[src/design/keccak_pkg.sv]
`default_nettype none

package keccak_pkg;

  localparam int LANE_W   = 64;
  localparam int STATE_W  = 1600;
  localparam int RATE_W   = 1088;
  localparam int CAP_W    = 512;
  localparam int HEADER_W = 608;
  localparam int NONCE_W  = 32;
  localparam int TARGET_W = 32;

  // lanes per row and rows per state
  localparam int GRID = 5;

  localparam int NUM_ROUNDS = 24;

  // lane whose value is the share hash
  localparam int HASH_LANE_X = 3;
  localparam int HASH_LANE_Y = 0;

  typedef logic [LANE_W-1:0] lane_t;

  // indexed [y][x], lane (0,0) sits in the top 64 bits
  typedef lane_t [0:GRID-1][0:GRID-1] state_t;

  typedef struct packed {
    logic [HEADER_W-1:0] header;
    logic [NONCE_W-1:0]  nonce;
  } job_t;

  // rho rotation amounts, left rotate, indexed [y][x]
  localparam int unsigned ROT_OFFSETS [GRID][GRID] = '{
    '{ 0,  1, 62, 28, 27},
    '{36, 44,  6, 55, 20},
    '{ 3, 10, 43, 25, 39},
    '{41, 45, 15, 21,  8},
    '{18,  2, 61, 56, 14}
  };

  // compressed iota constants, bit j lands on lane bit 2**j - 1
  localparam logic [6:0] RC_BITS [NUM_ROUNDS] = '{
    7'h01, 7'h1a, 7'h5e, 7'h70,
    7'h1f, 7'h21, 7'h79, 7'h55,
    7'h0e, 7'h0c, 7'h35, 7'h26,
    7'h3f, 7'h4f, 7'h5d, 7'h53,
    7'h52, 7'h48, 7'h16, 7'h66,
    7'h79, 7'h58, 7'h21, 7'h74
  };

  // full 64-bit round constant for round idx
  function automatic lane_t round_constant(input int unsigned idx);
    logic [6:0] bits;
    lane_t      rc;
    if (idx < NUM_ROUNDS)
    begin
      bits = RC_BITS[idx];
    end
    else
    begin
      bits = '0; // out of range rounds add nothing
    end
    rc = '0;
    for (int j = 0; j < 7; j++)
    begin
      rc[(1 << j) - 1] = bits[j];
    end
    return rc;
  endfunction

endpackage

`default_nettype wire

[src/design/share_check.sv]
`timescale 1ns/1ps
`default_nettype none

module share_check
  import keccak_pkg::*;
(
  input  logic                clk,
  input  logic                rst_n,
  input  state_t              state_in,
  input  logic [TARGET_W-1:0] target,
  output lane_t               hash,
  output logic                gn_match
);

  logic [TARGET_W-1:0] hash_hi;

  always_ff @(posedge clk)
  begin
    hash <= state_in[HASH_LANE_Y][HASH_LANE_X];
  end

  assign hash_hi = hash[LANE_W-1 -: TARGET_W];

  // share when upper half does not exceed target
  always_ff @(posedge clk)
  begin
    if (!rst_n)
    begin
      gn_match <= 1'b0;
    end
    else
    begin
      gn_match <= (hash_hi <= target);
    end
  end

  a_match_reset : assert property (
    @(posedge clk) !rst_n |=> !gn_match
  ) else $error("gn_match high right after reset");

endmodule

`default_nettype wire

[config.mk]
export PLATFORM = sky130hd
export DESIGN_NAME = share_check
export DESIGN_NICKNAME = d
export VERILOG_FILES = /design/src/design/keccak_pkg.sv /design/src/design/share_check.sv
export SDC_FILE = /design/constraint.sdc
export NUM_CORES = 1
export LEC_CHECK = 0
export ABC_AREA = 1
export BUFFER_PORTS_ARGS = -buffer_cell sky130_fd_sc_hd__buf_2
export CAP_MARGIN = 20
export CORE_AREA = 2 2 654 656
export CTS_CLUSTER_DIAMETER = 50
export DETAILED_ROUTE_END_ITERATION = 12
export DIE_AREA = 0 0 656 658
export SETUP_SLACK_MARGIN = 0.3
export SYNTH_ARGS = -nofsm -noshare
export SYNTH_HDL_FRONTEND = slang
export SYNTH_SLANG_ARGS = --single-unit
[constraint.sdc]
create_clock -name clk -period 1.5 [get_ports clk]
set_clock_uncertainty 0.2 [all_clocks]
set_input_delay 0.225 -clock clk [delete_from_list [all_inputs] [get_ports clk]]
set_output_delay 0.225 -clock clk [all_outputs]
set_load 0.1 [all_outputs]
==> flow_results.org, run 1 <==
** Outcome
- Outcome :: complete, but fails checks
- The checks that failed: negative setup slack.

** Worst setup path
- Walking the worst path, the cells encountered are ha_1, a21oi_1, o21ai_1, nand2_1, nand2_1, a21oi_1, buf_4, nand2_1, a21oi_2.
- Crit Path Category :: register to register
- Category of the worst setup path capture point :: register
- The worst setup path is launched from a register.
- Across all register-to-register paths, the minimum setup slack is -0.36 ns.
- Critical register-to-register path startpoint :: hash[57]$_DFF_P_
- R2r worst-path depth :: 9
- Broken down by cell family, the worst path's largest delay share belongs to compound AO/OA/AOI/OAI gates.
- Sum of buffers and inverters on the critical path :: 1
- Cell type with the highest occurrence count on the critical path :: nand2_1
- Number of cells on the critical path :: 9
- Data required time at the worst endpoint :: roughly 1.6 ns
- Along the worst path, the maximum fanout reaches 2.
- End point of the critical path :: gn_match$_SDFF_PN0_
- Delay contributed by the slowest stage of the critical path :: 0.38 ns
- The worst register-to-register path ends at gn_match$_SDFF_PN0_.
- On the critical path, the stage with the largest delay is an instance of dfxtp_4.
- Critical Path Source :: hash[57]$_DFF_P_
- Critical path data arrival time :: about 2 ns

** Pwr
- For this design the ratio of total power to cell area is slightly above 500 mW/mm².
- Summed over all cells, the static leakage comes to 2.94 nW.
- The internal power of the cells totals 0.00417 W.
- P_sw :: 0.00267 W
- Power share of the clock group :: about two fifths
- Combinational group share of total power :: between 30% and 40%
- IR analysis of the VDD net gives a maximum drop of ~0.62 mV.
- Share of power burned in registers :: roughly 28%
- The design draws just under 0.007 W.
- Net switching is just under 40% of the power.

** Placement
- At the end of routability-driven placement, the weighted congestion stood at approximately 0.63.
- The HPWL after detailed placement is ~42 mm.
- Prior to clock tree synthesis, the placed netlist has a worst setup slack of -0.482 ns.
- Port bufs :: roughly 160

** STA
- On the final layout, the worst hold slack is around 0.054 ns.
- Setup violations remaining at the end of the flow were counted as 33.
- Worst Setup Slack, final :: -0.362 ns
- Hold Fails Final Rpt :: 0
- The worst pin sits at a relative slew slack of around three quarters.
- The smallest clock period supported by the final layout is computed as between 1.5 and 2 ns.
- Final period util :: 124%
- Setup repair after global routing missed its margin :: true
- Derived from the worst setup path, the maximum achievable clock frequency is about 0.54 GHz.
- Max-slew violations :: 0
- For the pin with the worst max-slew slack, the measured transition is about 0.36 ns.

** CTS
- Post-CTS clock slew at the launch and capture registers of the worst setup and hold paths :: 0.07 ns
- TritonCTS built the clock tree.
- The tree is rooted in a clkbuf_16.
- Insertion delay of the later-clocked pin in the worst-skew pair :: ~0.43 ns
- The H-tree was split into 3 levels.
- Number of buffers added by the clock tree synthesis step :: 9
- Clock tree synthesis found a total of between 60 and 70 sinks.
- CTS max path bufs :: 2

** Routing
- The routed design has between 40 and 50 mm of wire.
- Dividing the detail-routed wire length by the instance count gives between 7 and 8 µm.
- Dividing the detail-routed via count by the number of cells gives 0.432.
- Antenna Violating Nets Remaining :: 0
- The final route contains 2,676 vias.
- Iteration count of the initial detailed-routing pass :: 4
- After detailed routing, the number of remaining DRC violations is 0.
- Number of design-rule violations left by the first detailed-router iteration :: 76

** Global routing
- Fraction of met3 tracks used by global routing :: between 1 and 1.5%
- Most Crowded Layer GR :: met2
- Entering global routing, the biggest net connects 14 pins.
- For this run the aggregate overflow at the end of global routing stands at 0.
- For this run, the total global-route usage over all layers was measured as between 2 and 2.5%.
- Global-route wire length before repair :: a little over 50 mm
- Global routing consumed, on the met1 layer, 1.81% of the routing resources.
- The number of global-route vias before repair came to 2,789.
- The initial antenna violation count is 45.
- Met2 track demand over resource in global routing :: approximately 3.7%

** Synth
- The share of the Yosys chip area taken by registers is 59.0%.
- Main area contributors after synthesis :: dfxtp_1, ha_1, inv_1, nand2_1, a21oi_1
- After synthesis the cells add up to between 0.002 and 0.0025 mm².
- The cell count after synthesis came out at slightly above 200.
- Area fraction of the dominant cell type after synthesis :: ~59%
- Largest area contributor in the synthesized netlist :: dfxtp_1
- Synth Net Count :: between 1,500 and 2,000
- Counting distinct cell types in the post-synthesis netlist gives 20.
- The Yosys step of the flow raised 0 warnings.
- Averaged over all synthesized cells, the footprint is around 11 µm².
- Flops & latches, synth :: 65

** Floorplan
- Width of the chip :: between 600 and 700 µm
- around 1,700 I/O pins were placed.
- Once the floorplan was initialized, standard cells occupied 0.518% of the core.
- Number of rows created at floorplan :: 240
- Die height :: 658 µm
- The core region is around 0.43 mm².
- The die covers 0.432 mm².

** Finish
- Core occupancy in the finished layout :: roughly 3.1%
- Area delta synth->final :: 497%
- Number of filler cells placed in the layout :: between 50,000 and 60,000
- The top cell types in the final layout, fill and taps aside, are buf_2, buf_12, dlygate4sd3_1.
- Most frequent standard cell in the layout excluding fill and tap cells :: buf_2
- Nets :: 2,151
- In the final layout, the share of cells above drive strength 1 is between 60% and 70%.

** Job
- Max-cap violations in this run came to 0.

** Hold path
- Hold Crit Class :: input pin to register
- The startpoint identified for the worst hold timing path is rst_n.
metal layers:
metal / wire [µm] / vias up
li1: - / 1242
met2: 23100 / 107
met5: 266 / -
met1: 15300 / 1220
met3: 4430 / 65
met4: 1320 / 42
cell usage after synthesis, drive strengths merged:
cell   number
o21a        2
dfxtp      65
nor4        1
nand3       2
a21o        1
inv        40
ha         32
a21oi      15
o21ai       2
nor2        9
nand2      36
nand4       2
worst min path at each step:
stage / endpoint / cells past startpoint
global placement: hash[26]$_DFF_P_ / 1
detailed placement: hash[43]$_DFF_P_ / 1
floorplan: hash[32]$_DFF_P_ / 0
finish: gn_match$_SDFF_PN0_ / 3
global route: gn_match$_SDFF_PN0_ / 3
CTS: gn_match$_SDFF_PN0_ / 3
sequential cells by signal (all words and copies together), names as in the netlist:
name and count:
hash 64, gn_match 1
kinds of logic (layout without fill, tap and decap cells):
group           after synthesis  after routing  share of synthesized area [%]
flops                        65             65                           59.0
simple gates                 50             50                           10.9
buf+inv                      40            323                           6.81
fa+ha+maj                    32             32                           18.2
compound gates               20             20                           5.11
other cells                   0             21                              0
what timing repair did:
| action | CTS | global route |
|---|---|---|
| hold buffers | 64 | 0 |
| endpoints found under the setup margin | 66 | 66 |
| gates resized for setup | 101 | 4 |
| endpoints found under the hold margin | 64 | 0 |
| setup buffers | 0 | 2 |
| pin swaps | 0 | 0 |
power by group through the flow:
stage               registers [W]  logic (W)  clock network (W)
CTS                       0.00197    0.00230            0.00290
finish                    0.00195    0.00221            0.00268
global route              0.00197    0.00232            0.00291
global placement          0.00198    0.00200                  0
floorplan                 0.00258   0.000216                  0
detailed placement        0.00199    0.00197                  0
worst min-delay path, cell delays in order:
cell     delay, ns
buf_2         0.08
inv_1         0.16
a21oi_2       0.15
final cells by class:
type,instances,area (µm²),share of cell area (%)
tap,5687,7120,54.1
timing repair buffer,267,3100,23.6
multi-input combinational,102,933,7.09
clock inverter,5,65.1,0.495
antenna,21,52.6,0.399
clock buffer,11,275,2.09
sequential,65,1460,11.1
inverter,40,150,1.14
per-stage QoR:
step           instances  instance area [µm²]  TNS, ns
2_1_floorplan        207                 2540   -0.127
3_3_place_gp        6095                11700   -0.579
3_5_place_dp        6095                11700   -0.482
4_1_cts             6175                13100    -5.15
5_1_grt             6183                13100    -4.52
6_report            6198                13200    -2.07
No activity file was read; power rests on OpenSTA's default activity.
==> inputs of run 2 (changes only) <==
clock period = 2.2 ns   (was 1.5 ns; I/O delays follow)
==> run 2 against run 1 <==
The flow now finishes without violations. Cell count shrank 0.69%. Flip-flop and latch count is the same. Total power shrank 39%. Wire length shrank 0.21%. Clock power shrank 36%. Global-route usage is essentially flat. Worst setup slack gained 0.73 ns. Worst hold slack gained 0.28 ns. Sequential share of layout area grew 0.64 points. Critical endpoint is now hash[29]. Largest power group unchanged.
==> flow_results.org, run 2 (synthesis gave the netlist of run 1 again) <==
** Global routing
- Overflow left after global routing :: 0
- The initial antenna violation count is 48.
- Global-route wire length before repair :: 49.0 mm
- The layer flagged by global routing as most heavily used is met2.
- For this run, the total global-route usage over all layers was measured as 2.10%.
- Met1 Use GR :: between 1.5 and 2%
- For this run, global-route usage on met2 was measured as 3.89%.
- Largest net degree at the start of global routing :: 15
- For met3 alone, demand over resource in global routing was around 1.5%.
- Vias in the first global route :: ~2,400

** Routing
- Antenna Violating Nets Remaining :: 0
- Total wire length :: between 40 and 50 mm
- Dividing the detail-routed wire length by the instance count gives 7.20 µm.
- Via count normalized by instance count :: between 0.4 and 0.5
- Number of design-rule violations left by the first detailed-router iteration :: 58
- DRC viols :: 0
- Vias after detailed routing :: between 2,000 and 2,500
- Iteration count of the initial detailed-routing pass :: 4

** CTS
- Clock latency on the worst-skew pair, taken at its later pin, is roughly 0.42 ns.
- TritonCTS built the clock tree.
- In this run, CTS created clock tree buffers numbering 9.
- CTS built an H-tree with a depth of 3.
- In this run the deepest clock path goes through 2 buffers.
- The cell sitting at the root of the clock tree is a clkbuf_16.
- Number of sinks driven by the clock tree :: 65
- Post-CTS clock slew at the launch and capture registers of the worst setup and hold paths :: around 0.090 ns

** Job
- The tool flagged a number of max-cap violations equal to 0.

** Worst setup path
- Counting both buffers and inverters, the worst setup path holds a total of 1.
- The largest individual stage delay along the critical path comes from the cell buf_2.
- Biggest fanout along the worst timing path :: 1
- Category of cells accounting for the largest share of critical-path delay :: buffers and inverters
- STA puts the critical path data required time at 1.67 ns.
- On the worst path, the slowest cell contributes a delay of between 0.5 and 0.6 ns.
- Category of the worst setup path capture point :: output pin
- Crit Path Category :: register to output pin
- For flop-to-flop paths, the worst setup slack is between 0.3 and 0.4 ns.
- Worst setup SP type :: register
- Critical path data arrival time :: ~1.3 ns
- Traced cell by cell, the critical path runs through buf_2.

** STA
- The total count of hold-check failures in the final report was 0.
- Worst Setup Slack, final :: 0.366 ns
- Setup total negative slack on the finished layout was measured at 0 ns.
- Max Clk Rate :: roughly 0.55 GHz
- Max-Slew Margin vs Limit :: between 50 and 60%
- Setup repair after global routing missed its margin :: true
- Number of setup violations in the final report :: 0
- Hold is met by ~0.33 ns.
- Dividing the final minimum period by the clock period gives 83.4%.
- At the pin with the least slew margin, the transition time is approximately 0.75 ns.
- Final period demand of the worst path :: between 1.5 and 2 ns
- Max-slew violations :: 0

** Floorplan
- The floorplan step set the die height to roughly 660 µm.
- Area of the die :: around 0.43 mm²
- The floorplan step set the die width to 656 µm.
- roughly 1,700 I/O pins were placed.
- The floorplan has 240 rows.
- The region available for standard cell placement spans 0.425 mm².
- The initial utilization of the core area, before any placement, comes to less than 1%.

** Placement
- OpenSTA, run right after detailed placement, puts the worst setup slack at 0.240 ns.
- Total half-perimeter wirelength after legalization and detailed placement :: 41.9 mm
- Routability-driven placement finished with a final weighted congestion of slightly above 0.6.
- Port buffering added 162 buffers.
- Number of placed instances with taps included :: slightly above 6,000

** Hold path
- Hold Crit Class :: input pin to register

** Finish
- The register with the most flip-flops in the layout has 64 of them.
- Non-Filler Instances :: just over 6,000
- Most frequent standard cell in the layout excluding fill and tap cells :: buf_2
- The top cell types in the final layout, fill and taps aside, are buf_2, dlygate4sd3_1, buf_4.
- Measured on the finished design, the core utilization comes to between 2 and 3%.
- Largest registers ranked by flip-flop count :: hash x64, gn_match x1
- Cells with a size suffix above 1 make up a little over half of the layout.
- Relative to the synthesized area, the layout overhead comes to 421%.
- Largest Register :: hash
- The net count of the finished layout is 2,120.

** Pwr
- The share of total power dissipated in combinational logic is roughly 28%.
- Power share of the clock group :: between 40% and 50%
- IR analysis of the VDD net gives a maximum drop of ~0.37 mV.
- P_sw :: between 0.0015 and 0.002 W
- Net switching fraction of the power :: around two fifths
- Of the total power, registers draw between 30% and 40%.
- The internal power of the cells totals 0.00245 W.
- For this design the ratio of total power to cell area is between 300 and 400 mW/mm².
- Leakage power :: 2.35 nW

** Outcome
- Outcome :: complete, no violations
run 2: cell count changes in the layout (fill, tap and decap cells not counted), sizes merged:
cell / delta
buf: -32
diode: -12
clkbuf: -2
clkinv: -2
clkinvlp: +2
inv: +2
dlygate4sd3: +1
run 2: power groups by stage:
stage / sequential (W) / combinational [W] / clock (W)
finish: 0.00131 / 0.00116 / 0.00172
detailed placement: 0.00136 / 0.00103 / 0
CTS: 0.00133 / 0.00121 / 0.00186
global route: 0.00133 / 0.00123 / 0.00188
global placement: 0.00136 / 0.00103 / 0
floorplan: 0.00177 / 0.000126 / 0
run 2: final cells by class:
type | instances | area, µm²
sequential | 65 | 1350
fill | 51000 | 414000
inverter | 40 | 150
clock inverter | 7 | 82.6
antenna | 9 | 22.5
timing repair buffer | 236 | 1720
multi-input combinational | 102 | 826
tap | 5687 | 7120
clock buffer | 9 | 225
run 2: metal layers:
| layer | share of wire (%) | up-vias |
|---|---|---|
| li1 | - | 1162 |
| met1 | 32 | 1063 |
| met2 | 54 | 127 |
| met3 | 11 | 81 |
| met4 | 2.9 | 40 |
| met5 | 0.50 | - |
run 2: stage by stage:
step / area (µm²) / total power (W)
global route: 11500 / 0.00443
global placement: 10300 / 0.00238
finish: 11500 / 0.00419
detailed placement: 10300 / 0.00239
CTS: 11400 / 0.00439
floorplan: 2240 / 0.00189
run 2: what timing repair did:
action	4_1_cts	5_1_grt
endpoints found under the hold margin	65	0
pin swaps	3	5
endpoints found under the setup margin	36	1
gates cloned	0	0
setup buffers	0	1
hold buffers	65	0
resized for setup	41	9
run 2: path summary, 6_finish.rpt:
| path | from | to | cells past startpoint |
|---|---|---|---|
| worst max-delay path | hash[29]$_DFF_P_ | hash[29] | 1 |
| worst min-delay path | state_in[1390] | hash[46]$_DFF_P_ | 2 |
| worst max register to register | hash[47]$_DFF_P_ | gn_match$_SDFF_PN0_ | 9 |
| worst min register to register | hash[62]$_DFF_P_ | gn_match$_SDFF_PN0_ | 7 |
